### src/source/aes_config.svh
`ifndef AES_CONFIG_SVH
`define AES_CONFIG_SVH

`define AES_NUM_SLOTS 4

// register map, byte addresses
`define AES_ADDR_CTRL        32'h0000_0000
`define AES_ADDR_START       32'h0000_0004
`define AES_ADDR_STATUS      32'h0000_0008
`define AES_ADDR_BLOCK_BASE  32'h0000_0010
`define AES_ADDR_KEY_BASE    32'h0000_0050
`define AES_ADDR_RESULT_BASE 32'h0000_0090

`define AES_STATUS_READY_BIT 0
`define AES_STATUS_DONE_BIT  1

`define AES_ROUNDS 10

`endif

### src/source/aes_pkg.sv
`default_nettype none

package aes_pkg;

    typedef logic [127:0] block_t; // word 0 sits in bits 127:96
    typedef logic [31:0]  word_t;
    typedef logic [1:0]   slot_idx_t;
    typedef logic [1:0]   word_idx_t;

    typedef enum logic [1:0] {
        FIELD_BLOCK,
        FIELD_KEY,
        FIELD_RESULT
    } slot_field_e;

    function automatic logic [7:0] xtime(input logic [7:0] a);
        return {a[6:0], 1'b0} ^ (a[7] ? 8'h1b : 8'h00);
    endfunction

    function automatic logic [7:0] gf_mul(input logic [7:0] a, input logic [7:0] b);
        logic [7:0] p;
        logic [7:0] t;
        p = '0;
        t = a;
        for (int i = 0; i < 8; i++) begin
            if (b[i]) p ^= t;
            t = xtime(t);
        end
        return p;
    endfunction

    // multiplicative inverse as x^254, then the affine map
    function automatic logic [7:0] sbox(input logic [7:0] x);
        logic [7:0] sq;
        logic [7:0] inv;
        sq  = x;
        inv = 8'h01;
        for (int i = 1; i < 8; i++) begin
            sq  = gf_mul(sq, sq);
            inv = gf_mul(inv, sq);
        end
        return inv ^ {inv[6:0], inv[7]} ^ {inv[5:0], inv[7:6]} ^ {inv[4:0], inv[7:5]}
            ^ {inv[3:0], inv[7:4]} ^ 8'h63;
    endfunction

    function automatic logic [7:0] rcon(input logic [3:0] round);
        case (round)
            4'd1:    return 8'h01;
            4'd2:    return 8'h02;
            4'd3:    return 8'h04;
            4'd4:    return 8'h08;
            4'd5:    return 8'h10;
            4'd6:    return 8'h20;
            4'd7:    return 8'h40;
            4'd8:    return 8'h80;
            4'd9:    return 8'h1b;
            4'd10:   return 8'h36;
            default: return 8'h00;
        endcase
    endfunction

endpackage

`default_nettype wire

### src/source/aes_if.sv
`default_nettype none

// register side of one job slot
interface aes_slot_bus_if;
    logic                   we;
    aes_pkg::slot_field_e   field;
    aes_pkg::word_idx_t     word;
    aes_pkg::word_t         wdata;
    aes_pkg::word_t         rdata; // addressed result word, combinational

    modport regs (
        output we, field, word, wdata,
        input  rdata
    );

    modport slot (
        input  we, field, word, wdata,
        output rdata
    );
endinterface


`default_nettype wire

### src/source/aes_slot.sv
`default_nettype none

module aes_slot (
    input  wire logic             clk_i,
    input  wire logic             rst_ni,
    aes_slot_bus_if.slot          bus,
    input  wire logic             run_start_i,
    input  wire logic             result_we_i,
    input  wire aes_pkg::block_t  result_i,
    output aes_pkg::block_t       key_o,
    output aes_pkg::block_t       block_o
);

    aes_pkg::word_t  key_q   [4];
    aes_pkg::word_t  block_q [4];
    aes_pkg::block_t result_q;
    logic            valid_q;

    always_ff @(posedge clk_i) begin
        if (!rst_ni) begin
            for (int i = 0; i < 4; i++) begin
                key_q[i]   <= '0;
                block_q[i] <= '0;
            end
            result_q <= '0;
            valid_q  <= 1'b0;
        end else begin
            if (bus.we) begin
                case (bus.field)
                    aes_pkg::FIELD_BLOCK: block_q[bus.word] <= bus.wdata;
                    aes_pkg::FIELD_KEY:   key_q[bus.word]   <= bus.wdata;
                    default: ;            // results are read only
                endcase
            end
            if (run_start_i) begin
                valid_q <= 1'b0;
            end else if (result_we_i && !valid_q) begin
                // one result per run
                result_q <= result_i;
                valid_q  <= 1'b1;
            end
        end
    end

    assign key_o     = {key_q[0], key_q[1], key_q[2], key_q[3]};
    assign block_o   = {block_q[0], block_q[1], block_q[2], block_q[3]};
    assign bus.rdata = result_q[127 - 32 * bus.word -: 32];

endmodule

`default_nettype wire

### src/flat_wrapper.sv
// flat-port wrapper written by rule: the top's interface ports become plain ports
module aes_slot_flat 
  (clk_i, rst_ni, run_start_i, result_we_i, result_i, key_o, block_o, bus_we, bus_field, bus_word, bus_wdata, bus_rdata);
  aes_slot_bus_if bus_i ();
  input  wire logic clk_i;
  input  wire logic rst_ni;
  input  wire logic run_start_i;
  input  wire logic result_we_i;
  input  wire aes_pkg::block_t result_i;
  output aes_pkg::block_t key_o;
  output aes_pkg::block_t block_o;
  input wire logic [$bits(bus_i.we)-1:0] bus_we;
  input wire logic [$bits(bus_i.field)-1:0] bus_field;
  input wire logic [$bits(bus_i.word)-1:0] bus_word;
  input wire logic [$bits(bus_i.wdata)-1:0] bus_wdata;
  output wire logic [$bits(bus_i.rdata)-1:0] bus_rdata;
  assign bus_i.we = bus_we;
  assign bus_i.field = bus_field;
  assign bus_i.word = bus_word;
  assign bus_i.wdata = bus_wdata;
  assign bus_rdata = bus_i.rdata;
  aes_slot u_core (.clk_i(clk_i), .rst_ni(rst_ni), .bus(bus_i), .run_start_i(run_start_i), .result_we_i(result_we_i), .result_i(result_i), .key_o(key_o), .block_o(block_o));
endmodule
### config.mk
export PLATFORM = sky130hd
export DESIGN_NAME = aes_slot_flat
export DESIGN_NICKNAME = d
export VERILOG_FILES = /design/src/source/aes_config.svh /design/src/source/aes_pkg.sv /design/src/source/aes_if.sv /design/src/source/aes_slot.sv /design/src/flat_wrapper.sv
export SDC_FILE = /design/constraint.sdc
export NUM_CORES = 1
export LEC_CHECK = 0
export ABC_CLOCK_PERIOD_IN_PS = 6600
export BUFFER_PORTS_ARGS = -buffer_cell sky130_fd_sc_hd__clkbuf_2
export CORE_MARGIN = 5
export CORE_UTILIZATION = 30
export DETAILED_ROUTE_END_ITERATION = 12
export GPL_ROUTABILITY_DRIVEN = 1
export PLACE_DENSITY = 0.62
export SETUP_SLACK_MARGIN = 0.02
export SLEW_MARGIN = 10
export SYNTH_ARGS = -nofsm -noshare
export SYNTH_HDL_FRONTEND = slang
export SYNTH_SLANG_ARGS = --single-unit
### constraint.sdc
create_clock -name clk_i -period 6.6 [get_ports clk_i]
set_input_delay 0.33 -clock clk_i [delete_from_list [all_inputs] [get_ports clk_i]]
set_output_delay 0.33 -clock clk_i [all_outputs]
set_load 0.1 [all_outputs]
# --- After elaboration in Yosys (flattened, before gate mapping) ---
# Memories as Yosys holds them, arrays and structs flattened.
# Cells that the tools add are included.
# W data, S select, Z words.
op_classes:
  n_mux: 15
  shift: 1
  eq_ne: 1
  bitwise: 2
  n_reduce_logical: 7
  add_sub_neg: 1
ops:
  columns: ["cell", "count"]
  rows:
  - ["$shiftx A159 B33 Y32", 1]
  - ["$mux W32", 2]
  - ["$reduce_or A32 Y1", 2]
  - ["$mux W1", 11]
  - ["$sub A7 B7 Y8 const A", 1]
  - ["$mux W2", 2]
  - ["$eq A2 B1 Y1 const B", 1]
  - ["$logic_not A2 Y1", 1]
  - ["$not A1 Y1", 2]
  - ["$reduce_and A2 Y1", 1]
  - ["$reduce_or A2 Y1", 1]
  - ["$logic_and A1 B1 Y1", 1]
  - ["$logic_not A1 Y1", 1]
totals:
  reg_bits: 129
  mem_count: 2
  ram_bits: 256
memory_table:
  columns: ["memory", "depth", "width", "rd", "rd_ports_with_merged_regs", "write_ports", "line_no", "source"]
  rows:
  - ["u_core.block_q", 4, 32, 4, 0, 4, "aes_slot.sv:15", "aes_pkg::word_t block_q [4];"]
  - ["u_core.key_q", 4, 32, 4, 0, 4, "aes_slot.sv:14", "aes_pkg::word_t key_q [4];"]

# --- Longest topological paths before layout ---
logic_depth:
  ltp_word: 7
  ltp_mapped: 5
  ltp_nobuf: 2

# --- Least setup slack after synthesis ---
# Ideal clock, no wire load.
synth_timing:
  kind: "input to register"
  from: "in bus_word[1]"
  to: "mem u_core.block_q[0][0] (netlist bit), enable pin"
  n_path_buf: 2
  required_ns: 6.134
  arrival_time_ns: 3.159
  path_slack_ns: 2.975
  stages: 4
  path_cell_list: "buf_4 -> or2_1 -> buf_6 -> o21ai_0"
synth_rtl:
  columns: ["element", "line_no", "source"]
  rows:
  - ["start, declared", "flat_wrapper.sv:14", "input wire logic [$bits(bus_i.word)-1:0] bus_word;"]
  - ["end, declared", "aes_slot.sv:15", null]

==> reports/metrics.cfg <==
[critical_path]
cp_top_family=buffers and inverters
cp_cell_sequence=clkbuf_8, nand4bb_4, buf_4, o21ai_4
slowest_delay_ns=1.02
rr_startpoint=u_core.valid_q
r2r_setup_slack_ns=4.88
startpoint_type=input pin
worst-endpoint-required_ns=6.78
r2r-end=u_core.result_q[28]
worstSetupStartpoint=rst_ni
critPathKind=in2reg
worstPathMaxFanout=104
arrival_ns=2.84
cp-end-kind=flop
rr_worst_depth=3
cpMaxStageDelayCell=o21ai_4
critPathBufInv=2

[clocking]
cts_buffer_depth=3
cts.clk_slew.worst_paths_ns=0.06
ctsResizeCount=0
cts_tree=built
clockRootBuffer=clkbuf_16
htree_levels=2
numCtsBuffers=43
clkSinkCount=385
insertion_delay_ns=0.56

[power]
p_comb_share_pct=20.6
peakVddDrop_v=0.000178
p_int_mw=4.40
sequentialPowerShare_pct=42.1
swShare_pct=33.2
pwr-share-clk_pct=37.4
p_sw_mw=2.18
power.leakage_nw=8.25
power_density_nw_per_um2=308

[placed_design]
hpwl_um=32100
pre_cts_ws_ns=3.33
dpl_cell_area_um2=18800
io_buffers=456
globalplace.congestion=0.797

[sta]
hold_viol_final=0
finalSetupViolations=0
drv_slew=0
finalCritPeriodShare_pct=40.3
fin_ws_ns=3.94
maxSlewHeadroom_pct=22.9
period_needed_ns=2.66
rsz0062_at_grt=false
tightest_slew_ns=1.15
fmax_mhz=376
whs_ns=0.0257
fin_worst_skew_ns=0.00932
setup_tns_ns=0

[global_routing]
gr-usage-met3_pct=5.04
met1_usage_pct=19.9
grt-ovfl-total=0
grtUsageMet2_pct=26.9
grt_max_degree=129
grt_pass1_wl_um=73800
grt_busiest_layer=met2
grt_usage_pct=16.0
antenna_found_initial=2
grt_pass1_vias=11900

[cells_and_area]
regArea_um2=10300
drive_gt1_share_pct=40.4
mostFrequentLayoutCells=clkbuf_2, nand2_1, edfxtp_1
postLayoutCellArea_um2=21400
multiInputGateArea_um2=5100
area_growth_pct=32.8
fillers=5041
final_common_cell=clkbuf_2
layout.nets=1909

[die]
pin_count=457
coreArea_um2=53500
start_util_pct=30.1
die_area_um2=58400
die_w_um=242
num_rows=85
die_height_um=242

[routing]
drt_iter0_markers=720
wirelength_um=48400
vias=11400
firstDrtPassIters=4
ant_nets=0
vias_per_cell=4.61
wl_per_cell_um=19.6
drc=0

[status]
status=complete, no violations

[worst_hold_path]
min_path_cells=3
hold_class=in2reg
hp-start=result_i[68]
hold_end=u_core.result_q[68]

[logic_synthesis]
synth-seq-area-share_pct=63.7
synth_warnings=0
synthCells=1209
syn-cell-area_um2=16100
avgSynthCellArea_um2=13.3
synth_nets=1378
synth_cell_types=25
ys_ff_latch=385

[flow_run]
drv_cap=0

cell type report:
| type | instances | area share (%) |
|---|---|---|
| sequential | 385 | 48.0 |
| multi-input combinational | 691 | 23.9 |
| timing repair buffer | 587 | 16.7 |
| clock buffer | 55 | 5.49 |
| tap | 696 | 4.07 |
| clock inverter | 23 | 1.33 |
| inverter | 32 | 0.561 |
| antenna | 1 | 0.0117 |
tightest hold or removal path: cells and delay by family:
kind / cells / cell delay [ns]
buf+inv: 1 / 0.08
simple gates: 1 / 0.05
mux: 1 / 0.06
routing by layer:
metal,share of wire (%),wire length [µm],vias to the layer above
li1,-,-,5313
met1,40,19600,5483
met2,48,23200,504
met3,9.0,4360,78
met4,2.7,1300,2
met5,0.014,7,-
power by group through the flow:
stage | Sequential, mW | Clock, mW | Combinational, mW
global route | 2.78 | 2.62 | 1.41
finish | 2.77 | 2.46 | 1.36
floorplan | 3.53 | 0 | 0.348
CTS | 2.77 | 2.53 | 1.37
detailed placement | 2.82 | 0 | 1.31
global placement | 2.82 | 0 | 1.30
sequential cells by signal, summed over array words and instances (netlist names):
register         count
u_core.key_q       128
u_core.valid_q       1
u_core.result_q    128
u_core.block_q     128
stage by stage:
step,std cells,util [%],total power [mW]
floorplan,1209,-,3.88
global placement,2276,35.1,4.12
detailed placement,2276,35.1,4.13
CTS,2469,40.0,6.67
global route,2470,40.0,6.81
finish,2470,40.0,6.59
cells in the mapped netlist:
cell type | n | area (µm²)
nand4b_1 | 1 | 8.76
or3b_1 | 1 | 8.76
nor3b_2 | 1 | 12.5
edfxtp_1 | 256 | 7690
or2_1 | 1 | 6.26
mux4_2 | 30 | 676
mux4_1 | 2 | 52.6
o21ai_0 | 8 | 40.0
dfxtp_1 | 129 | 2580
mux2i_1 | 128 | 1280
buf_2 | 47 | 235
clkbuf_1 | 10 | 37.5
nor3_2 | 136 | 1360
nand2b_4 | 1 | 13.8
inv_1 | 32 | 120
nand3b_1 | 1 | 7.51
buf_6 | 34 | 383
nor3_1 | 56 | 280
nand2b_1 | 1 | 6.26
buf_4 | 9 | 67.6
buf_8 | 1 | 15.0
nand2_1 | 257 | 965
nor2_1 | 65 | 244
nor3b_1 | 1 | 7.51
nand4bb_1 | 1 | 11.3
cells by family after synthesis:
group                  Yosys count  synth area share (%)
DFF                            385                  63.7
AOI/OAI and AO/OA                8                 0.249
muxes                          160                  12.5
and+or+nand+nor                523                  18.2
buffers and inverters          133                  5.33
what timing repair did:
item	4_1_cts	5_1_grt
setup buffers	0	0
endpoints found under the hold margin	115	0
hold buffers	115	0
worst max-delay path by stage:
stage | endpoint | slack [ns] | depth (start not counted)
after floorplan | u_core.block_q[0][0] | 2.98 | 4
after global placement | u_core.block_q[0][25] | 3.38 | 4
after detailed placement | u_core.block_q[1][6] | 3.33 | 4
after CTS | u_core.block_q[1][22] | 3.94 | 4
after global routing | u_core.block_q[0][15] | 3.77 | 4
final | u_core.block_q[0][15] | 3.94 | 4
Note: power is estimated with default switching activity, not from simulation.
