### src/source/aes_config.svh
`ifndef AES_CONFIG_SVH
`define AES_CONFIG_SVH

`define AES_NUM_SLOTS 4

// register map, byte addresses
`define AES_ADDR_CTRL        32'h0000_0000
`define AES_ADDR_START       32'h0000_0004
`define AES_ADDR_STATUS      32'h0000_0008
`define AES_ADDR_BLOCK_BASE  32'h0000_0010
`define AES_ADDR_KEY_BASE    32'h0000_0050
`define AES_ADDR_RESULT_BASE 32'h0000_0090

`define AES_STATUS_READY_BIT 0
`define AES_STATUS_DONE_BIT  1

`define AES_ROUNDS 10

`endif

### src/source/aes_pkg.sv
`default_nettype none

package aes_pkg;

    typedef logic [127:0] block_t; // word 0 sits in bits 127:96
    typedef logic [31:0]  word_t;
    typedef logic [1:0]   slot_idx_t;
    typedef logic [1:0]   word_idx_t;

    typedef enum logic [1:0] {
        FIELD_BLOCK,
        FIELD_KEY,
        FIELD_RESULT
    } slot_field_e;

    function automatic logic [7:0] xtime(input logic [7:0] a);
        return {a[6:0], 1'b0} ^ (a[7] ? 8'h1b : 8'h00);
    endfunction

    function automatic logic [7:0] gf_mul(input logic [7:0] a, input logic [7:0] b);
        logic [7:0] p;
        logic [7:0] t;
        p = '0;
        t = a;
        for (int i = 0; i < 8; i++) begin
            if (b[i]) p ^= t;
            t = xtime(t);
        end
        return p;
    endfunction

    // multiplicative inverse as x^254, then the affine map
    function automatic logic [7:0] sbox(input logic [7:0] x);
        logic [7:0] sq;
        logic [7:0] inv;
        sq  = x;
        inv = 8'h01;
        for (int i = 1; i < 8; i++) begin
            sq  = gf_mul(sq, sq);
            inv = gf_mul(inv, sq);
        end
        return inv ^ {inv[6:0], inv[7]} ^ {inv[5:0], inv[7:6]} ^ {inv[4:0], inv[7:5]}
            ^ {inv[3:0], inv[7:4]} ^ 8'h63;
    endfunction

    function automatic logic [7:0] rcon(input logic [3:0] round);
        case (round)
            4'd1:    return 8'h01;
            4'd2:    return 8'h02;
            4'd3:    return 8'h04;
            4'd4:    return 8'h08;
            4'd5:    return 8'h10;
            4'd6:    return 8'h20;
            4'd7:    return 8'h40;
            4'd8:    return 8'h80;
            4'd9:    return 8'h1b;
            4'd10:   return 8'h36;
            default: return 8'h00;
        endcase
    endfunction

endpackage

`default_nettype wire

### src/source/aes_if.sv
`default_nettype none


// arbiter to cipher core
interface aes_core_if;
    logic            start;
    aes_pkg::block_t key;
    aes_pkg::block_t block;
    logic            busy;
    logic            done;
    aes_pkg::block_t result; // valid while done is high

    modport arb (
        output start, key, block,
        input  busy, done, result
    );

    modport core (
        input  start, key, block,
        output busy, done, result
    );
endinterface

`default_nettype wire

### src/source/aes_slot_arbiter.sv
`default_nettype none

`include "aes_config.svh"

module aes_slot_arbiter (
    input  wire logic                       clk_i,
    input  wire logic                       rst_ni,
    input  wire logic                       start_i,
    input  wire logic [`AES_NUM_SLOTS-1:0]  enable_i,
    output logic                            busy_o,
    output logic                            run_done_o,
    output logic                            run_start_o,
    output logic [`AES_NUM_SLOTS-1:0]       result_we_o,
    output aes_pkg::block_t                 result_o,
    input  wire aes_pkg::block_t            key_i   [`AES_NUM_SLOTS],
    input  wire aes_pkg::block_t            block_i [`AES_NUM_SLOTS],
    aes_core_if.arb                         core
);

    typedef enum logic [1:0] {S_IDLE, S_CLEAR, S_GRANT, S_WAIT} state_e;

    state_e              state_q;
    aes_pkg::slot_idx_t  idx_q;
    aes_pkg::slot_idx_t  next_idx;
    logic                next_found;
    logic                run_done_q;

    // lowest enabled slot above the current one, or from 0 in the clear cycle
    always_comb begin
        next_found = 1'b0;
        next_idx   = '0;
        for (int i = `AES_NUM_SLOTS - 1; i >= 0; i--) begin
            if (enable_i[i] && (state_q == S_CLEAR || i > int'(idx_q))) begin
                next_found = 1'b1;
                next_idx   = aes_pkg::slot_idx_t'(i);
            end
        end
    end

    always_ff @(posedge clk_i) begin
        if (!rst_ni) begin
            state_q    <= S_IDLE;
            idx_q      <= '0;
            run_done_q <= 1'b0;
        end else begin
            run_done_q <= 1'b0;
            case (state_q)
                S_IDLE: if (start_i) state_q <= S_CLEAR;
                S_GRANT: state_q <= S_WAIT;
                S_CLEAR, S_WAIT: begin
                    if (state_q == S_CLEAR || core.done) begin
                        if (next_found) begin
                            state_q <= S_GRANT;
                            idx_q   <= next_idx;
                        end else begin
                            state_q    <= S_IDLE;
                            run_done_q <= 1'b1;
                        end
                    end
                end
                default: state_q <= S_IDLE;
            endcase
        end
    end

    assign busy_o      = (state_q != S_IDLE) || run_done_q;
    assign run_done_o  = run_done_q;
    assign run_start_o = (state_q == S_CLEAR); // slots drop their valid flags

    assign core.start = (state_q == S_GRANT);
    assign core.key   = key_i[idx_q];
    assign core.block = block_i[idx_q];

    always_comb begin
        result_we_o = '0;
        if (state_q == S_WAIT && core.done) result_we_o[idx_q] = 1'b1;
    end

    assign result_o = core.result;

endmodule

`default_nettype wire

### src/flat_wrapper.sv
// flat-port wrapper written by rule: the top's interface ports become plain ports
module aes_slot_arbiter_flat 
  (clk_i, rst_ni, start_i, enable_i, busy_o, run_done_o, run_start_o, result_we_o, result_o, key_i, block_i, core_start, core_key, core_block, core_busy, core_done, core_result);
  aes_core_if core_i ();
  input  wire logic clk_i;
  input  wire logic rst_ni;
  input  wire logic start_i;
  input  wire logic [`AES_NUM_SLOTS-1:0] enable_i;
  output logic busy_o;
  output logic run_done_o;
  output logic run_start_o;
  output logic [`AES_NUM_SLOTS-1:0] result_we_o;
  output aes_pkg::block_t result_o;
  input  wire aes_pkg::block_t key_i[`AES_NUM_SLOTS];
  input  wire aes_pkg::block_t block_i[`AES_NUM_SLOTS];
  output wire logic [$bits(core_i.start)-1:0] core_start;
  output wire logic [$bits(core_i.key)-1:0] core_key;
  output wire logic [$bits(core_i.block)-1:0] core_block;
  input wire logic [$bits(core_i.busy)-1:0] core_busy;
  input wire logic [$bits(core_i.done)-1:0] core_done;
  input wire logic [$bits(core_i.result)-1:0] core_result;
  assign core_start = core_i.start;
  assign core_key = core_i.key;
  assign core_block = core_i.block;
  assign core_i.busy = core_busy;
  assign core_i.done = core_done;
  assign core_i.result = core_result;
  aes_slot_arbiter u_core (.clk_i(clk_i), .rst_ni(rst_ni), .start_i(start_i), .enable_i(enable_i), .busy_o(busy_o), .run_done_o(run_done_o), .run_start_o(run_start_o), .result_we_o(result_we_o), .result_o(result_o), .key_i(key_i), .block_i(block_i), .core(core_i));
endmodule
### config.mk
export PLATFORM = sky130hd
export DESIGN_NAME = aes_slot_arbiter_flat
export DESIGN_NICKNAME = d
export VERILOG_FILES = /design/src/source/aes_pkg.sv /design/src/source/aes_if.sv /design/src/source/aes_slot_arbiter.sv /design/src/flat_wrapper.sv
export VERILOG_INCLUDE_DIRS = /design/src /design/src/source
export SDC_FILE = /design/constraint.sdc
export NUM_CORES = 1
export LEC_CHECK = 0
export ABC_AREA = 1
export BUFFER_PORTS_ARGS = -buffer_cell sky130_fd_sc_hd__buf_2
export CAP_MARGIN = 10
export CORE_AREA = 2 2 605 607
export DETAILED_ROUTE_END_ITERATION = 10
export DIE_AREA = 0 0 607 609
export PLACE_DENSITY = 0.3
export SYNTH_ARGS = -nofsm -noshare
export SYNTH_HDL_FRONTEND = slang
export SYNTH_SLANG_ARGS = --single-unit
### constraint.sdc
create_clock -name clk_i -period 2.8 [get_ports clk_i]
set_input_delay 0.14 -clock clk_i [delete_from_list [all_inputs] [get_ports clk_i]]
set_output_delay 0.14 -clock clk_i [all_outputs]
set_load 0.02 [all_outputs]
# Word-level counts from Yosys, hierarchy flattened
# Cells that the tools add are included.
totals:
  inputBits: 1161
  output_inout_bits: 392
  register_bits: 5
classes:
  bitwise: 1
  n_eq_ne: 5
  magnitude_cmp: 6
  n_mux: 22
  reduce_logical: 17
ops:
  columns: ["op", "count"]
  rows:
  - ["binary-select mux 128 bit (select 2 bit)", 2]
  - ["two-way mux 128 bit", 4]
  - ["two-way mux 2 bit", 7]
  - ["logical AND 1 bit", 6]
  - ["two-way mux 1 bit", 6]
  - ["case mux 2 bit (3 select lines)", 1]
  - ["AND reduction 3 bit", 2]
  - ["logical OR 1 bit", 5]
  - ["== test 2 bit, second input constant", 2]
  - ["greater-than comparator 2 bit, first input constant", 2]
  - ["two-way mux 4 bit", 1]
  - [">= comparator 3 bit, second input constant", 1]
  - ["< comparator 2 x 3 -> 1 bit, second input constant", 1]
  - ["inverter 2 -> 3 bit", 1]
  - ["demux 1 bit (select 2 bit)", 1]
  - ["== test 2 x 1 -> 1 bit, second input constant", 1]
  - [">= comparator 2 x 1 -> 1 bit, second input constant", 1]
  - ["greater-than comparator 1 x 2 -> 1 bit, first input constant", 1]
  - ["zero test 2 bit", 1]
  - ["!= test 2 x 1 -> 1 bit, second input constant", 1]
  - ["!= test 2 bit, second input constant", 1]
  - ["AND reduction 2 bit", 1]
  - ["nonzero test 2 bit", 1]
  - ["OR reduction 2 bit", 1]

# Depth between registers and ports, before layout
depth:
  word_depth: 10
  ltp_mapped: 11
  ltp_nobuf: 11

# Least setup slack after synthesis
# Ideal clock, no wire load.
synth_timing:
  kind: "register -> output"
  start: "register u_core.idx_q[0]"
  end: "output core_block[103]"
  path_slack_ns: 1.448
  t_arrival_ns: 1.212
  stages_incl_launch_ff: 8
  t_required_ns: 2.660
  path_buffers: 2
  cell_sequence: "dfxtp_1 -> inv_2 -> nand2_1 -> inv_2 -> buf_2 -> buf_2 -> a22oi_1 -> nand3_1"
synth_between:
  elab_chain_len: 4
synth_rtl:
  columns: ["item", "line", "rtl"]
  rows:
  - ["start: declaration", "aes_slot_arbiter.sv:23", "aes_pkg::slot_idx_t idx_q;"]
  - ["start signal: assignment", "aes_slot_arbiter.sv:54", "idx_q <= next_idx;"]
  - ["inverter 2 -> 3 bit (not written as such)", "aes_slot_arbiter.sv:72", "assign core.block = block_i[idx_q];"]
  - ["binary-select mux 128 bit (select 2 bit)", "aes_slot_arbiter.sv:72", null]
  - ["two-way mux 128 bit (not written as such) (2 in series)", "aes_slot_arbiter.sv:72", null]
  - ["end: declaration", "flat_wrapper.sv:18", "output wire logic [$bits(core_i.block)-1:0] core_block;"]
# Every way passes these cells. The select of a mux whose other input is x is not followed.

# Worst setup path after layout
layout_timing:
  start: "register u_core.idx_q[1]"
  end: "output core_key[115]"
layout_between:
  elab_chain_len: 4
layout_rtl:
  columns: ["item", "line", "rtl"]
  rows:
  - ["inverter 2 -> 3 bit (not written as such)", "aes_slot_arbiter.sv:71", "assign core.key = key_i[idx_q];"]
  - ["binary-select mux 128 bit (select 2 bit)", "aes_slot_arbiter.sv:71", null]
  - ["two-way mux 128 bit (not written as such) (2 in series)", "aes_slot_arbiter.sv:71", null]
  - ["end: declaration", "flat_wrapper.sv:17", "output wire logic [$bits(core_i.key)-1:0] core_key;"]
# Every way passes these cells. The select of a mux whose other input is x is not followed.

==> impl_metrics.ini <==
[die]
std_cell_rows = 222
start_util = 0.0184
die_w_um = 607
die_y_um = 609
die_area_sq_um = 370000
core_area_sq_um = 364000
io_pins = 1553

[placed_design]
gp_congestion = 0.909
hpwl_um = 257000
dp_cells = 7104
io_buffers = 1295
pre_cts_ws_ns = 0.196

[setup_path]
reg2regPathDepth = 12
path_buf_inv = 5
cp-start-kind = flip-flop
critical_path.max_stage_delay_ns = 0.49
r2r_setup_slack_ns = 0.81
arrival_ns = 2.47
crit_path_end_kind = output pin
r2r-start = u_core.idx_q[0]
r2r-end = u_core.idx_q[0]
critical_path_class = flip-flop to output pin
crit_family = buffers and inverters
crit_required_ns = 2.66
path_max_fanout = 46
crit_slowest_cell = a22oi_1
path_cells = inv_2 > nand2_1 > inv_8 > buf_12 > buf_4 > a22oi_1 > nand3_1 > buf_2

[pwr]
total_power_uw = 6390
power.leakage_uw = 0.00847
max-vdd-ir-drop_mv = 0.0916
power_density_nw_per_um2 = 317

[layout]
drive_gt1_frac = 0.615
layout.nets = 3454
final_cells = 7166
area_growth_pct = 201

[cts]
clock_path_buffers = 2
cts_tree = yes
clkSlewWorstSetupHoldPaths_ns = 0.03
clk_latency_ns = 0.23
cts.sinks = 5
root_buffer = clkbuf_16
post_cts_buffers = 0
htreeDepth = 1
cts_inserted_buffers = 3

[sta]
finalClockSkew_ns = 0.00167
max_slew_margin = 0.524
fin_crit_sh = 0.931
setup_viol = 0
finalSetupTns_ns = 0
tightest_slew_ns = 0.713
max_freq_mhz = 384
slew_viol_final = 0
setup_ws_ns = 0.193
hold_viol = 0
period_needed_ns = 2.61
rsz0062_at_grt = no

[synth]
synth-seq-cells = 5
synth_cell_types = 15
yosys.area.top_type = a22oi_1
synth_top_area_frac = 0.498
syn-cell-area_sq_um = 6710
avgSynthCellArea_sq_um = 5.94
synth_cells = 1130
yosys-top-cells-area = a22oi_1 50%, nand2_1 19%, buf_4 14%
synth-seq-area-share = 0.0149
syn_nets = 2291
ys_warn_count = 0

[grt]
grtUsageTotal = 0.140
grt_pass1_vias = 14900
overflow = 0
grt_pass1_wl_um = 301000
grt_max_degree = 56
antenna_found_initial = 328

[detailed_routing]
via_per_inst = 2.24
post_drt_wl_per_cell_um = 37.5
wl_met1_um = 70800
wl_um = 269000
top_layer_used = met5
drc = 0
drtAntennaViolNets = 0
dr_wl_met3_um = 59900
vias = 16000
drt_iter0_markers = 1220
route.met2.wl_um = 130000
dr.pass1.iters = 5

[worst_hold_path]
whs_path_depth = 3
hp-start = rst_ni
holdPathEnd = u_core.idx_q[0]
min_path_type = input port to flip-flop

[status]
status = finished, final reports clean

[run]
maxCapViolCount = 0
area by class of cell:
type / count / area [sq um]
multi-input cells: 873 / 5060
flip-flops and latches: 5 / 100
inverters: 12 / 67.6
repair buffers: 1398 / 8710
clock buffers: 4 / 78.8
well taps: 4816 / 6030
fillers: 43500 / 344000
diodes: 58 / 145
Yosys cell counts:
master / n
dfxtp_1: 5
clkbuf_1: 4
a21oi_1: 5
nand2_1: 342
nand4_1: 1
a22oi_1: 445
o21ai_0: 1
nand3b_1: 1
nor2_1: 8
inv_2: 6
buf_2: 108
nor3_1: 2
buf_4: 128
inv_1: 6
nand3_1: 68
worst max-delay path by stage:
stage | to | depth (start not counted) | start | slack (ns)
6_report | core_key[115] | 8 | u_core.idx_q[1] | 0.19
5_1_grt | core_key[7] | 8 | u_core.idx_q[1] | 0.05
4_1_cts | core_key[6] | 7 | u_core.idx_q[0] | 0.15
3_5_place_dp | core_block[109] | 7 | u_core.idx_q[0] | 0.20
3_3_place_gp | core_block[109] | 7 | u_core.idx_q[0] | 0.22
2_1_floorplan | core_block[103] | 7 | u_core.idx_q[0] | 1.45
layer usage:
| layer | up-vias | global-route usage |
|---|---|---|
| li1 | 6536 | - |
| met1 | 7132 | 0.109 |
| met2 | 1523 | 0.246 |
| met3 | 656 | 0.141 |
| met4 | 174 | 0.0193 |
| met5 | - | 0 |
placed cells by master (no fill, tap or decap), types with 2 or more instances in the layout:
| cell | n |
|---|---|
| a21oi_1 | 5 |
| a22oi_1 | 444 |
| buf_12 | 99 |
| buf_2 | 1210 |
| buf_4 | 89 |
| clkbuf_16 | 3 |
| dfxtp_1 | 5 |
| diode_2 | 58 |
| inv_1 | 6 |
| inv_2 | 3 |
| inv_8 | 3 |
| nand2_1 | 342 |
| nand3_1 | 68 |
| nor2_1 | 7 |
| nor3_1 | 2 |
worst min-delay path, delay by kind of cell:
kind | cells | cell delay [ns]
buf+inv | 1 | 0.12
simple gates | 2 | 0.08
repair_timing:
| item | 4_1_cts | 5_1_grt |
|---|---|---|
| hold buffers | 0 | 0 |
| endpoints found under the setup margin | 1 | 0 |
| resized for setup | 1 | 0 |
per-stage QoR:
| step | cell area, sq um | hold slack [ns] | util |
|---|---|---|---|
| after floorplan | 6710 | 0.260 | - |
| after global placement | 20000 | 0.280 | 0.0548 |
| after global routing | 20100 | 0.193 | 0.0552 |
| after CTS | 20000 | 0.178 | 0.0551 |
| after detailed placement | 20000 | 0.280 | 0.0548 |
| final | 20200 | 0.176 | 0.0555 |
where the power goes:
group          switching (uW)  internal [uW]  total, uW
logic                    4010           2060       6070
registers                6.04           76.9       82.9
clock network            45.8            189        234
total                    4060           2330       6390
cells by family after synthesis:
kind of cell,after synthesis,synth area share
AO/OA/AOI/OAI,451,0.502
AND/OR/NAND/NOR,422,0.250
flip-flops,5,0.0149
buffers and inverters,252,0.233
(Power assumes the default switching activity.)
